--- config.mk ---
export PLATFORM = sky130hd
export DESIGN_NAME = ppu_top
export DESIGN_NICKNAME = d
export VERILOG_FILES = /design/src/tile_pkg.sv /design/src/video_pkg.sv /design/src/video_timing_if.sv /design/src/entry_store.sv /design/src/line_fetcher.sv /design/src/palette_loader.sv /design/src/pixel_generator.sv /design/src/ppu_top.sv
export VERILOG_INCLUDE_DIRS = /design/src
export SDC_FILE = /design/constraint.sdc
export NUM_CORES = 2
export LEC_CHECK = 0
export ABC_CLOCK_PERIOD_IN_PS = 4480
export BUFFER_PORTS_ARGS = -buffer_cell sky130_fd_sc_hd__buf_2
export CORE_ASPECT_RATIO = 1.1
export CORE_MARGIN = 5
export CORE_UTILIZATION = 55
export DETAILED_ROUTE_END_ITERATION = 10
export PLACE_DENSITY_LB_ADDON = 0.12
export REMOVE_ABC_BUFFERS = 1
export SLEW_MARGIN = 15
export SYNTH_ARGS = -nofsm -noshare
export SYNTH_HDL_FRONTEND = slang
export SYNTH_SLANG_ARGS = --single-unit
export TNS_END_PERCENT = 5
--- constraint.sdc ---
create_clock -name clk -period 4.48 [get_ports clk]
set_input_delay 1.12 -clock clk [delete_from_list [all_inputs] [get_ports clk]]
set_output_delay 1.12 -clock clk [all_outputs]
set_load 0.02 [all_outputs]
--- src/ppu_cfg.svh ---
`ifndef PPU_CFG_SVH
`define PPU_CFG_SVH

// Background geometry
`define PPU_TILES_PER_LINE 40     // 640 pixels of 16-pixel tiles
`define PPU_TILE_HEIGHT 16        // Rows in one tile

// Palette cache size
`define PPU_PALETTE_ENTRIES 8     // Two palettes of four colors

// Tile-map layout, four tile ids per 32-bit word
`define PPU_MAP_WORDS_PER_ROW 10

// Hsync cycles one line fetch occupies
`define PPU_FETCH_STEPS 42

`endif

--- src/tile_pkg.sv ---
package tile_pkg;

    typedef logic [2:0] palette_idx_t;   // Palette cache and palette memory address

    typedef logic [8:0]  map_addr_t;     // Tile-map word address
    typedef logic [10:0] gfx_addr_t;     // Tile graphics row address

    typedef logic [6:0] tile_id_t;
    typedef logic [5:0] tile_slot_t;     // Tile position within a scan line

    // One tile of the current scan line
    typedef struct packed {
        logic [31:0] gfx;                // 16 pixels, pixel 0 in the top bits
        logic        pal_sel;            // Selects the upper four palette colors
    } line_entry_t;

endpackage

--- src/video_pkg.sv ---
package video_pkg;

    // Counts from the VGA controller
    typedef logic [10:0] hcount_t;
    typedef logic [9:0]  vcount_t;

    // 8 bits each of red, green, blue
    typedef logic [23:0] rgb_t;

endpackage

--- src/video_timing_if.sv ---
`timescale 1ns/1ps

interface video_timing_if import video_pkg::*; ();

    hcount_t hcount;
    vcount_t vcount;
    logic    vblank;
    logic    hsync;

    // Line fetch only needs the row and the fetch window
    modport fetch (
        input vcount,
        input hsync
    );

    modport load (
        input vblank
    );

    // Pixel output runs only outside both blanking windows
    modport pixel (
        input hcount,
        input vblank,
        input hsync
    );

endinterface
--- src/entry_store.sv ---
`timescale 1ns/1ps

module entry_store #(
    parameter type entry_t = logic [31:0],
    parameter int  depth   = 8
) (
    input  logic                     clk,
    input  logic                     reset,
    input  logic                     we,
    input  logic [$clog2(depth)-1:0] waddr,
    input  entry_t                   wdata,
    input  logic [$clog2(depth)-1:0] raddr,
    output entry_t                   rdata
);

    entry_t mem [depth];

    always_ff @(posedge clk) begin
        if (reset) begin
            for (int i = 0; i < depth; i++) begin
                mem[i] <= '0;
            end
        end else if (we) begin
            mem[waddr] <= wdata;
        end
    end

    // Reads are combinational, the reader registers the result
    assign rdata = mem[raddr];

    waddr_in_range: assert property (
        @(posedge clk) disable iff (reset)
        we |-> waddr < depth
    );

endmodule

--- src/line_fetcher.sv ---
`timescale 1ns/1ps
`include "ppu_cfg.svh"

module line_fetcher import tile_pkg::*; (
    input  logic          clk,
    input  logic          reset,
    video_timing_if.fetch timing,
    output map_addr_t     tile_map_addr,
    input  logic [31:0]   tile_map_data,
    output gfx_addr_t     tile_gfx_addr,
    input  logic [31:0]   tile_gfx_data,
    input  tile_slot_t    raddr,
    output line_entry_t   rdata
);

    localparam int FINAL_STEP = `PPU_FETCH_STEPS;

    logic [5:0]  step;
    logic [5:0]  tile_row;
    logic [3:0]  tile_line;
    logic        map_phase;
    logic        id_phase;
    logic [1:0]  byte_sel;
    logic [7:0]  map_byte;
    tile_id_t    tile_id;
    map_addr_t   map_word;
    gfx_addr_t   gfx_word;
    logic        pal_sel_q;
    logic        we;
    tile_slot_t  waddr;
    line_entry_t wdata;

    assign tile_row  = 6'(timing.vcount / `PPU_TILE_HEIGHT);
    assign tile_line = 4'(timing.vcount % `PPU_TILE_HEIGHT);

    // Stage 1 sends map addresses, four tiles share one word
    assign map_phase = step < `PPU_TILES_PER_LINE;
    assign map_word  = map_addr_t'(tile_row) * map_addr_t'(`PPU_MAP_WORDS_PER_ROW)
                     + map_addr_t'(step[5:2]);

    // Stage 2 picks the byte of the tile sent one step earlier
    assign id_phase = step >= 1 && step <= `PPU_TILES_PER_LINE;
    assign byte_sel = 2'(step - 6'd1);
    assign map_byte = tile_map_data[8*byte_sel +: 8];
    assign tile_id  = map_byte[6:0];
    assign gfx_word = gfx_addr_t'(tile_id) * gfx_addr_t'(`PPU_TILE_HEIGHT)
                    + gfx_addr_t'(tile_line);

    // Stage 3 stores the graphics row of the tile two steps back
    assign we    = timing.hsync && step >= 2 && step < FINAL_STEP;
    assign waddr = tile_slot_t'(step - 6'd2);
    assign wdata = '{gfx: tile_gfx_data, pal_sel: pal_sel_q};

    always_ff @(posedge clk) begin
        if (reset) begin
            step          <= '0;
            tile_map_addr <= '0;
            tile_gfx_addr <= '0;
        end else if (!timing.hsync) begin
            step          <= '0;
            tile_map_addr <= '0;
            tile_gfx_addr <= '0;
        end else begin
            if (step < FINAL_STEP) begin
                step <= step + 6'd1;     // Parks at the final value
            end
            tile_map_addr <= map_phase ? map_word : '0;
            tile_gfx_addr <= id_phase ? gfx_word : '0;
        end
    end

    // Palette select travels alongside its graphics request
    always_ff @(posedge clk) begin
        if (id_phase) begin
            pal_sel_q <= map_byte[7];
        end
    end

    entry_store #(
        .entry_t (line_entry_t),
        .depth   (`PPU_TILES_PER_LINE)
    ) line_store (
        .clk   (clk),
        .reset (reset),
        .we    (we),
        .waddr (waddr),
        .wdata (wdata),
        .raddr (raddr),
        .rdata (rdata)
    );

    // Hsync has to stay high until every step of the line fetch has run
    fetch_completes: assert property (
        @(posedge clk) disable iff (reset)
        $fell(timing.hsync) |-> step == FINAL_STEP
    );

endmodule

--- src/palette_loader.sv ---
`timescale 1ns/1ps
`include "ppu_cfg.svh"

module palette_loader import tile_pkg::*, video_pkg::*; (
    input  logic         clk,
    input  logic         reset,
    video_timing_if.load timing,
    output palette_idx_t palette_addr,
    input  rgb_t         palette_data,
    input  palette_idx_t raddr,
    output rgb_t         rdata
);

    localparam int LAST_STEP = `PPU_PALETTE_ENTRIES + 1;

    logic [3:0]   step;
    logic         we;
    palette_idx_t waddr;

    // Data for the address driven one step earlier
    assign we    = timing.vblank && step >= 1 && step <= `PPU_PALETTE_ENTRIES;
    assign waddr = palette_idx_t'(step - 4'd1);

    always_ff @(posedge clk) begin
        if (reset) begin
            step         <= '0;
            palette_addr <= '0;
        end else if (!timing.vblank) begin
            step         <= '0;     // Rearm for the next frame
            palette_addr <= '0;
        end else begin
            if (step < LAST_STEP) begin
                step <= step + 4'd1;
            end
            palette_addr <= (step < `PPU_PALETTE_ENTRIES) ? palette_idx_t'(step) : '0;
        end
    end

    entry_store #(
        .entry_t (rgb_t),
        .depth   (`PPU_PALETTE_ENTRIES)
    ) palette_cache (
        .clk   (clk),
        .reset (reset),
        .we    (we),
        .waddr (waddr),
        .wdata (palette_data),
        .raddr (raddr),
        .rdata (rdata)
    );

    // Each color lands in the entry whose address went out a cycle earlier
    write_follows_addr: assert property (
        @(posedge clk) disable iff (reset)
        we |-> waddr == palette_addr
    );

endmodule

--- src/pixel_generator.sv ---
`timescale 1ns/1ps
`include "ppu_cfg.svh"

module pixel_generator import tile_pkg::*, video_pkg::*; (
    input  logic          clk,
    input  logic          reset,
    video_timing_if.pixel timing,
    output tile_slot_t    line_raddr,
    input  line_entry_t   line_rdata,
    output palette_idx_t  pal_raddr,
    input  rgb_t          pal_rdata,
    output rgb_t          pixel_color
);

    tile_slot_t slot;
    logic [3:0] pix;
    logic [1:0] pix_bits;
    logic       active;

    // A doubled tile spans 32 counts
    assign slot = timing.hcount[10:5];
    assign pix  = timing.hcount[4:1];     // Each pixel shown for two counts

    assign line_raddr = slot;
    assign pix_bits   = line_rdata.gfx[31 - 2*pix -: 2];   // Leftmost pixel in the top bits

    // Upper half of the palette when the tile selects it
    assign pal_raddr = {line_rdata.pal_sel, pix_bits};

    assign active = !timing.vblank && !timing.hsync;

    always_ff @(posedge clk) begin
        if (reset) begin
            pixel_color <= '0;
        end else if (active) begin
            // Right of the last tile shows black
            pixel_color <= (slot < `PPU_TILES_PER_LINE) ? pal_rdata : '0;
        end
    end

endmodule

--- src/ppu_top.sv ---
`timescale 1ns/1ps

module ppu_top import tile_pkg::*, video_pkg::*; (
    input  logic         clk,
    input  logic         reset,

    input  hcount_t      hcount,
    input  vcount_t      vcount,
    input  logic         vblank,
    input  logic         hsync,
    output rgb_t         pixel_color,

    // Palette memory
    output palette_idx_t palette_addr,
    input  rgb_t         palette_data,

    // Tile map and tile graphics memories
    output map_addr_t    tile_map_addr,
    input  logic [31:0]  tile_map_data,
    output gfx_addr_t    tile_gfx_addr,
    input  logic [31:0]  tile_gfx_data
);

    tile_slot_t   line_raddr;
    line_entry_t  line_rdata;
    palette_idx_t pal_raddr;
    rgb_t         pal_rdata;

    video_timing_if timing_if ();

    assign timing_if.hcount = hcount;
    assign timing_if.vcount = vcount;
    assign timing_if.vblank = vblank;
    assign timing_if.hsync  = hsync;

    palette_loader palette_loader_i (
        .clk          (clk),
        .reset        (reset),
        .timing       (timing_if.load),
        .palette_addr (palette_addr),
        .palette_data (palette_data),
        .raddr        (pal_raddr),
        .rdata        (pal_rdata)
    );

    line_fetcher line_fetcher_i (
        .clk           (clk),
        .reset         (reset),
        .timing        (timing_if.fetch),
        .tile_map_addr (tile_map_addr),
        .tile_map_data (tile_map_data),
        .tile_gfx_addr (tile_gfx_addr),
        .tile_gfx_data (tile_gfx_data),
        .raddr         (line_raddr),
        .rdata         (line_rdata)
    );

    pixel_generator pixel_generator_i (
        .clk         (clk),
        .reset       (reset),
        .timing      (timing_if.pixel),
        .line_raddr  (line_raddr),
        .line_rdata  (line_rdata),
        .pal_raddr   (pal_raddr),
        .pal_rdata   (pal_rdata),
        .pixel_color (pixel_color)
    );

endmodule

==> flow_metrics.tcl <==
set metrics [dict create \
    drt-initial-drc-count 7077 \
    power_frac_clock 0.382 \
    synth.avg_cell_area_um2 16.9 \
    worst_hold_path.endpoint "line_fetcher_i.tile_gfx_addr[0]" \
    seq_power_share 0.530 \
    synthDistinctLibCells 76 \
    maxCapViolCount 0 \
    critical_path_required_ns 5.27 \
    post-dp-hpwl_mm 177 \
    sw_share 0.227 \
    outcome "finished, final reports clean" \
    finalCriticalPeriod_ns 4.29 \
    cp_max_fo 18 \
    post_route_cells_drive_above_1_share 0.231 \
    ioPinCount 160 \
    design.die.area_mm2 0.195 \
    drtAntennaViolNets 0 \
    postSynthRegisterBits 2362 \
    ir_drop_worst_vdd_uv 416 \
    synthArstFlopShare 0 \
    grt_setup_unrepaired "no" \
    core_region_area_mm2 0.185 \
    finalNetCount 7392 \
    die_h_um 462 \
    timing.critical_path.from_type "input pin" \
    gr_util_all_layers 0.287 \
    largest_net_degree_at_the_start_of_global_routing 65 \
    worst-r2r-setup-slack_ns 0.82 \
    cts_tree "done" \
    r2r.worst_path.cells 13 \
    power.switching_mw 11.0 \
    port_buffers 158 \
    final_wirelength_mm 279 \
    antenna_found_initial 12 \
    maximum_achievable_frequency_ghz 0.233 \
    cts-htree-levels 4 \
    power-per-cell-area_mw_per_mm2 405 \
    clock_root_buffer "sky130_fd_sc_hd__clkbuf_16" \
    yosysWarnings 0 \
    worst_min_delay_path_class "input pin to register" \
    stdcell_area_mm2 0.120 \
    worstHoldStart "vcount[0]" \
    report.final.slew_viol_count 0 \
    worst_pin_slew_ns 1.20 \
    yosys_most_used_dff "sky130_fd_sc_hd__edfxtp_1" \
    global_route.overflow_total 0 \
    reg2reg_to "pixel_generator_i.pixel_color[1]" \
    firstDrtPassIters 6 \
    via_per_inst 5.86 \
    slew_headroom 0.203 \
    mostFrequentLayoutCell "sky130_fd_sc_hd__edfxtp_1" \
    clock_pin_slew_on_the_worst_setup_and_hold_paths_ns 0.06 \
    cts_sinks 2362 \
    avgRoutedWirePerCell_um 28.2 \
    power.combinational.fraction 0.088 \
    placed_cells_incl_taps 9464 \
    postPlaceCellArea_mm2 0.112 \
    setup_slack_of_the_critical_path_after_layout_ns 0.188 \
    clock_insertion_delay_worst_skew_ns 0.87 \
    layout_common_cells "sky130_fd_sc_hd__edfxtp_1, sky130_fd_sc_hd__and2_1, sky130_fd_sc_hd__conb_1" \
    gate_count_after_technology_mapping 6039 \
    place_ws_ns -0.954 \
    grt_first_pass_wirelength_mm 404 \
    synth_seq_area_share 0.688 \
    start_util 0.552 \
    power.leakage_nw 44.8 \
    holdPathStages 2 \
    grt_pass1_vias 59100 \
    via_count 58000 \
    cts_repair_resize_count 0 \
    beginning_of_the_worst_register_to_register_path "line_fetcher_i.line_store.mem[63][23]" \
    post-route-period-util 0.958 \
    finish.cell_count_without_fillers 9894 \
    critPathCaptureType "register" \
    hold_viol 0 \
    layout_area_growth_over_synthesis_pct 16.8 \
    finalSetupTns_ns 0 \
    placementRows 166 \
    worst-endpoint-arrival_ns 5.08 \
    gpl.final_weighted_congestion 0.900 \
    die_width_um 421 \
    fin_worst_skew_ns 0.0340 \
    power_report.internal_total_mw 37.4 \
    cts_buffers 228 \
    number_of_enable_type_register_cells_in_the_synthesized_netlist 2305 \
    clockBufferDepth 3 \
    setup-violations-final 0 \
    remaining_drc_errors 0 \
    netlist_area_mm2 0.102 \
    timing.setup.critical_path_class "input pin to register" \
]
-- synthesized netlist by cell type, types with 20 or more instances --
master / instances / share of area
sky130_fd_sc_hd__mux2_2: 46 / 0.0051
sky130_fd_sc_hd__mux2_4: 20 / 0.0029
sky130_fd_sc_hd__mux4_2: 517 / 0.11
sky130_fd_sc_hd__a21oi_1: 46 / 0.0023
sky130_fd_sc_hd__nor3_1: 38 / 0.0019
sky130_fd_sc_hd__a22oi_1: 83 / 0.0061
sky130_fd_sc_hd__o221ai_2: 20 / 0.0029
sky130_fd_sc_hd__nor2b_1: 30 / 0.0018
sky130_fd_sc_hd__and2_1: 1530 / 0.094
sky130_fd_sc_hd__o22ai_1: 25 / 0.0015
sky130_fd_sc_hd__nand2b_1: 21 / 0.0013
sky130_fd_sc_hd__nand3_1: 38 / 0.0019
sky130_fd_sc_hd__buf_6: 29 / 0.0032
sky130_fd_sc_hd__a221oi_1: 25 / 0.0021
sky130_fd_sc_hd__or2_2: 50 / 0.0031
sky130_fd_sc_hd__buf_4: 42 / 0.0031
sky130_fd_sc_hd__clkbuf_1: 342 / 0.013
sky130_fd_sc_hd__mux2i_1: 221 / 0.022
sky130_fd_sc_hd__nor2_1: 108 / 0.0040
sky130_fd_sc_hd__nand2_1: 112 / 0.0041
sky130_fd_sc_hd__edfxtp_1: 2305 / 0.68
sky130_fd_sc_hd__o21ai_0: 28 / 0.0014
sky130_fd_sc_hd__dfxtp_1: 57 / 0.011
sky130_fd_sc_hd__buf_2: 68 / 0.0033
-- what timing repair did --
| action | 4_1_cts | 5_1_grt |
|---|---|---|
| setup buffers | 0 | 1 |
| hold endpoints to repair | 0 | 0 |
| cloned | 0 | 0 |
| pin swaps | 1 | 1 |
| hold buffers | 0 | 0 |
| setup endpoints to repair | 7 | 23 |
-- critical path, cell delays in order --
cell and delay [ns]:
sky130_fd_sc_hd__buf_8 0.21, sky130_fd_sc_hd__buf_12 0.22, sky130_fd_sc_hd__buf_4 0.19, sky130_fd_sc_hd__mux4_2 0.50, sky130_fd_sc_hd__and2_1 0.17, sky130_fd_sc_hd__a211oi_1 0.32, sky130_fd_sc_hd__nor4_1 0.10, sky130_fd_sc_hd__nor4bb_1 0.76
sky130_fd_sc_hd__o21ai_0 0.18, sky130_fd_sc_hd__nand4_1 0.13, sky130_fd_sc_hd__buf_4 0.15, sky130_fd_sc_hd__o31ai_4 0.08, sky130_fd_sc_hd__buf_12 0.18, sky130_fd_sc_hd__buf_12 0.16, sky130_fd_sc_hd__mux2_1 0.33, sky130_fd_sc_hd__o221ai_1 0.17
-- how the worst max path moves through the flow --
stage | from | endpoint | slack, ns | cells after the start
after detailed placement | hcount[5] | pixel_generator_i.pixel_color[21] | -0.95 | 15
after global routing | hcount[5] | pixel_generator_i.pixel_color[2] | 0.13 | 16
final | hcount[5] | pixel_generator_i.pixel_color[1] | 0.19 | 16
after global placement | hcount[5] | pixel_generator_i.pixel_color[2] | -0.93 | 15
after CTS | hcount[5] | pixel_generator_i.pixel_color[4] | 0.01 | 15
after floorplan | hcount[9] | pixel_generator_i.pixel_color[10] | -2.23 | 10
-- routing by layer --
layer	GRT usage	vias to the layer above	wire, µm
met5	0	-	21
met4	0.123	4	13800
met3	0.0533	542	25900
met2	0.468	2879	135000
met1	0.384	29900	105000
li1	-	24600	-
-- sequential cells by signal (all words and copies together), names as in the netlist --
name / flops
line_fetcher_i.tile_map_addr: 9
pixel_generator_i.pixel_color: 24
palette_loader_i.step: 4
line_fetcher_i.pal_sel_q: 1
palette_loader_i.palette_addr: 3
line_fetcher_i.line_store.mem: 2112
palette_loader_i.palette_cache.mem: 192
line_fetcher_i.step: 6
line_fetcher_i.tile_gfx_addr: 11
-- cells by family after synthesis --
| logic type | share of synthesized area |
|---|---|
| XOR/XNOR | 0.00137 |
| AND/OR/NAND/NOR | 0.115 |
| other | 0.0000367 |
| flip-flops | 0.688 |
| buffers and inverters | 0.0250 |
| adder cells (fa/ha/maj) | 0.00247 |
| multiplexers | 0.144 |
| AO/OA/AOI/OAI | 0.0245 |
-- final cells by class --
class,count,area [µm²]
sequential,2362,70400
fill,13300,66000
tap,2436,3050
antenna,8,20.0
clock inverter,128,1100
timing repair buffer,707,6280
clock buffer,292,6010
inverter,18,67.6
multi-input combinational,3943,32600
-- power groups by stage --
stage / Combinational [mW] / Clock [mW] / Sequential, mW
after CTS: 4.23 / 18.8 / 25.7
after detailed placement: 4.22 / 0 / 26.1
after floorplan: 1.97 / 0 / 26.0
after global placement: 4.18 / 0 / 26.0
after global routing: 4.47 / 19.7 / 25.7
final: 4.26 / 18.5 / 25.6
-- metrics by stage --
stage                     power [mW]  hold slack (ns)   util
after floorplan                 28.0            0.489      -
after global placement          30.2            0.452  0.606
after detailed placement        30.3            0.452  0.606
after CTS                       48.6            0.393  0.644
after global routing            49.9            0.439  0.644
final                           48.4            0.454  0.644
Note: power is estimated with default switching activity, not from simulation.
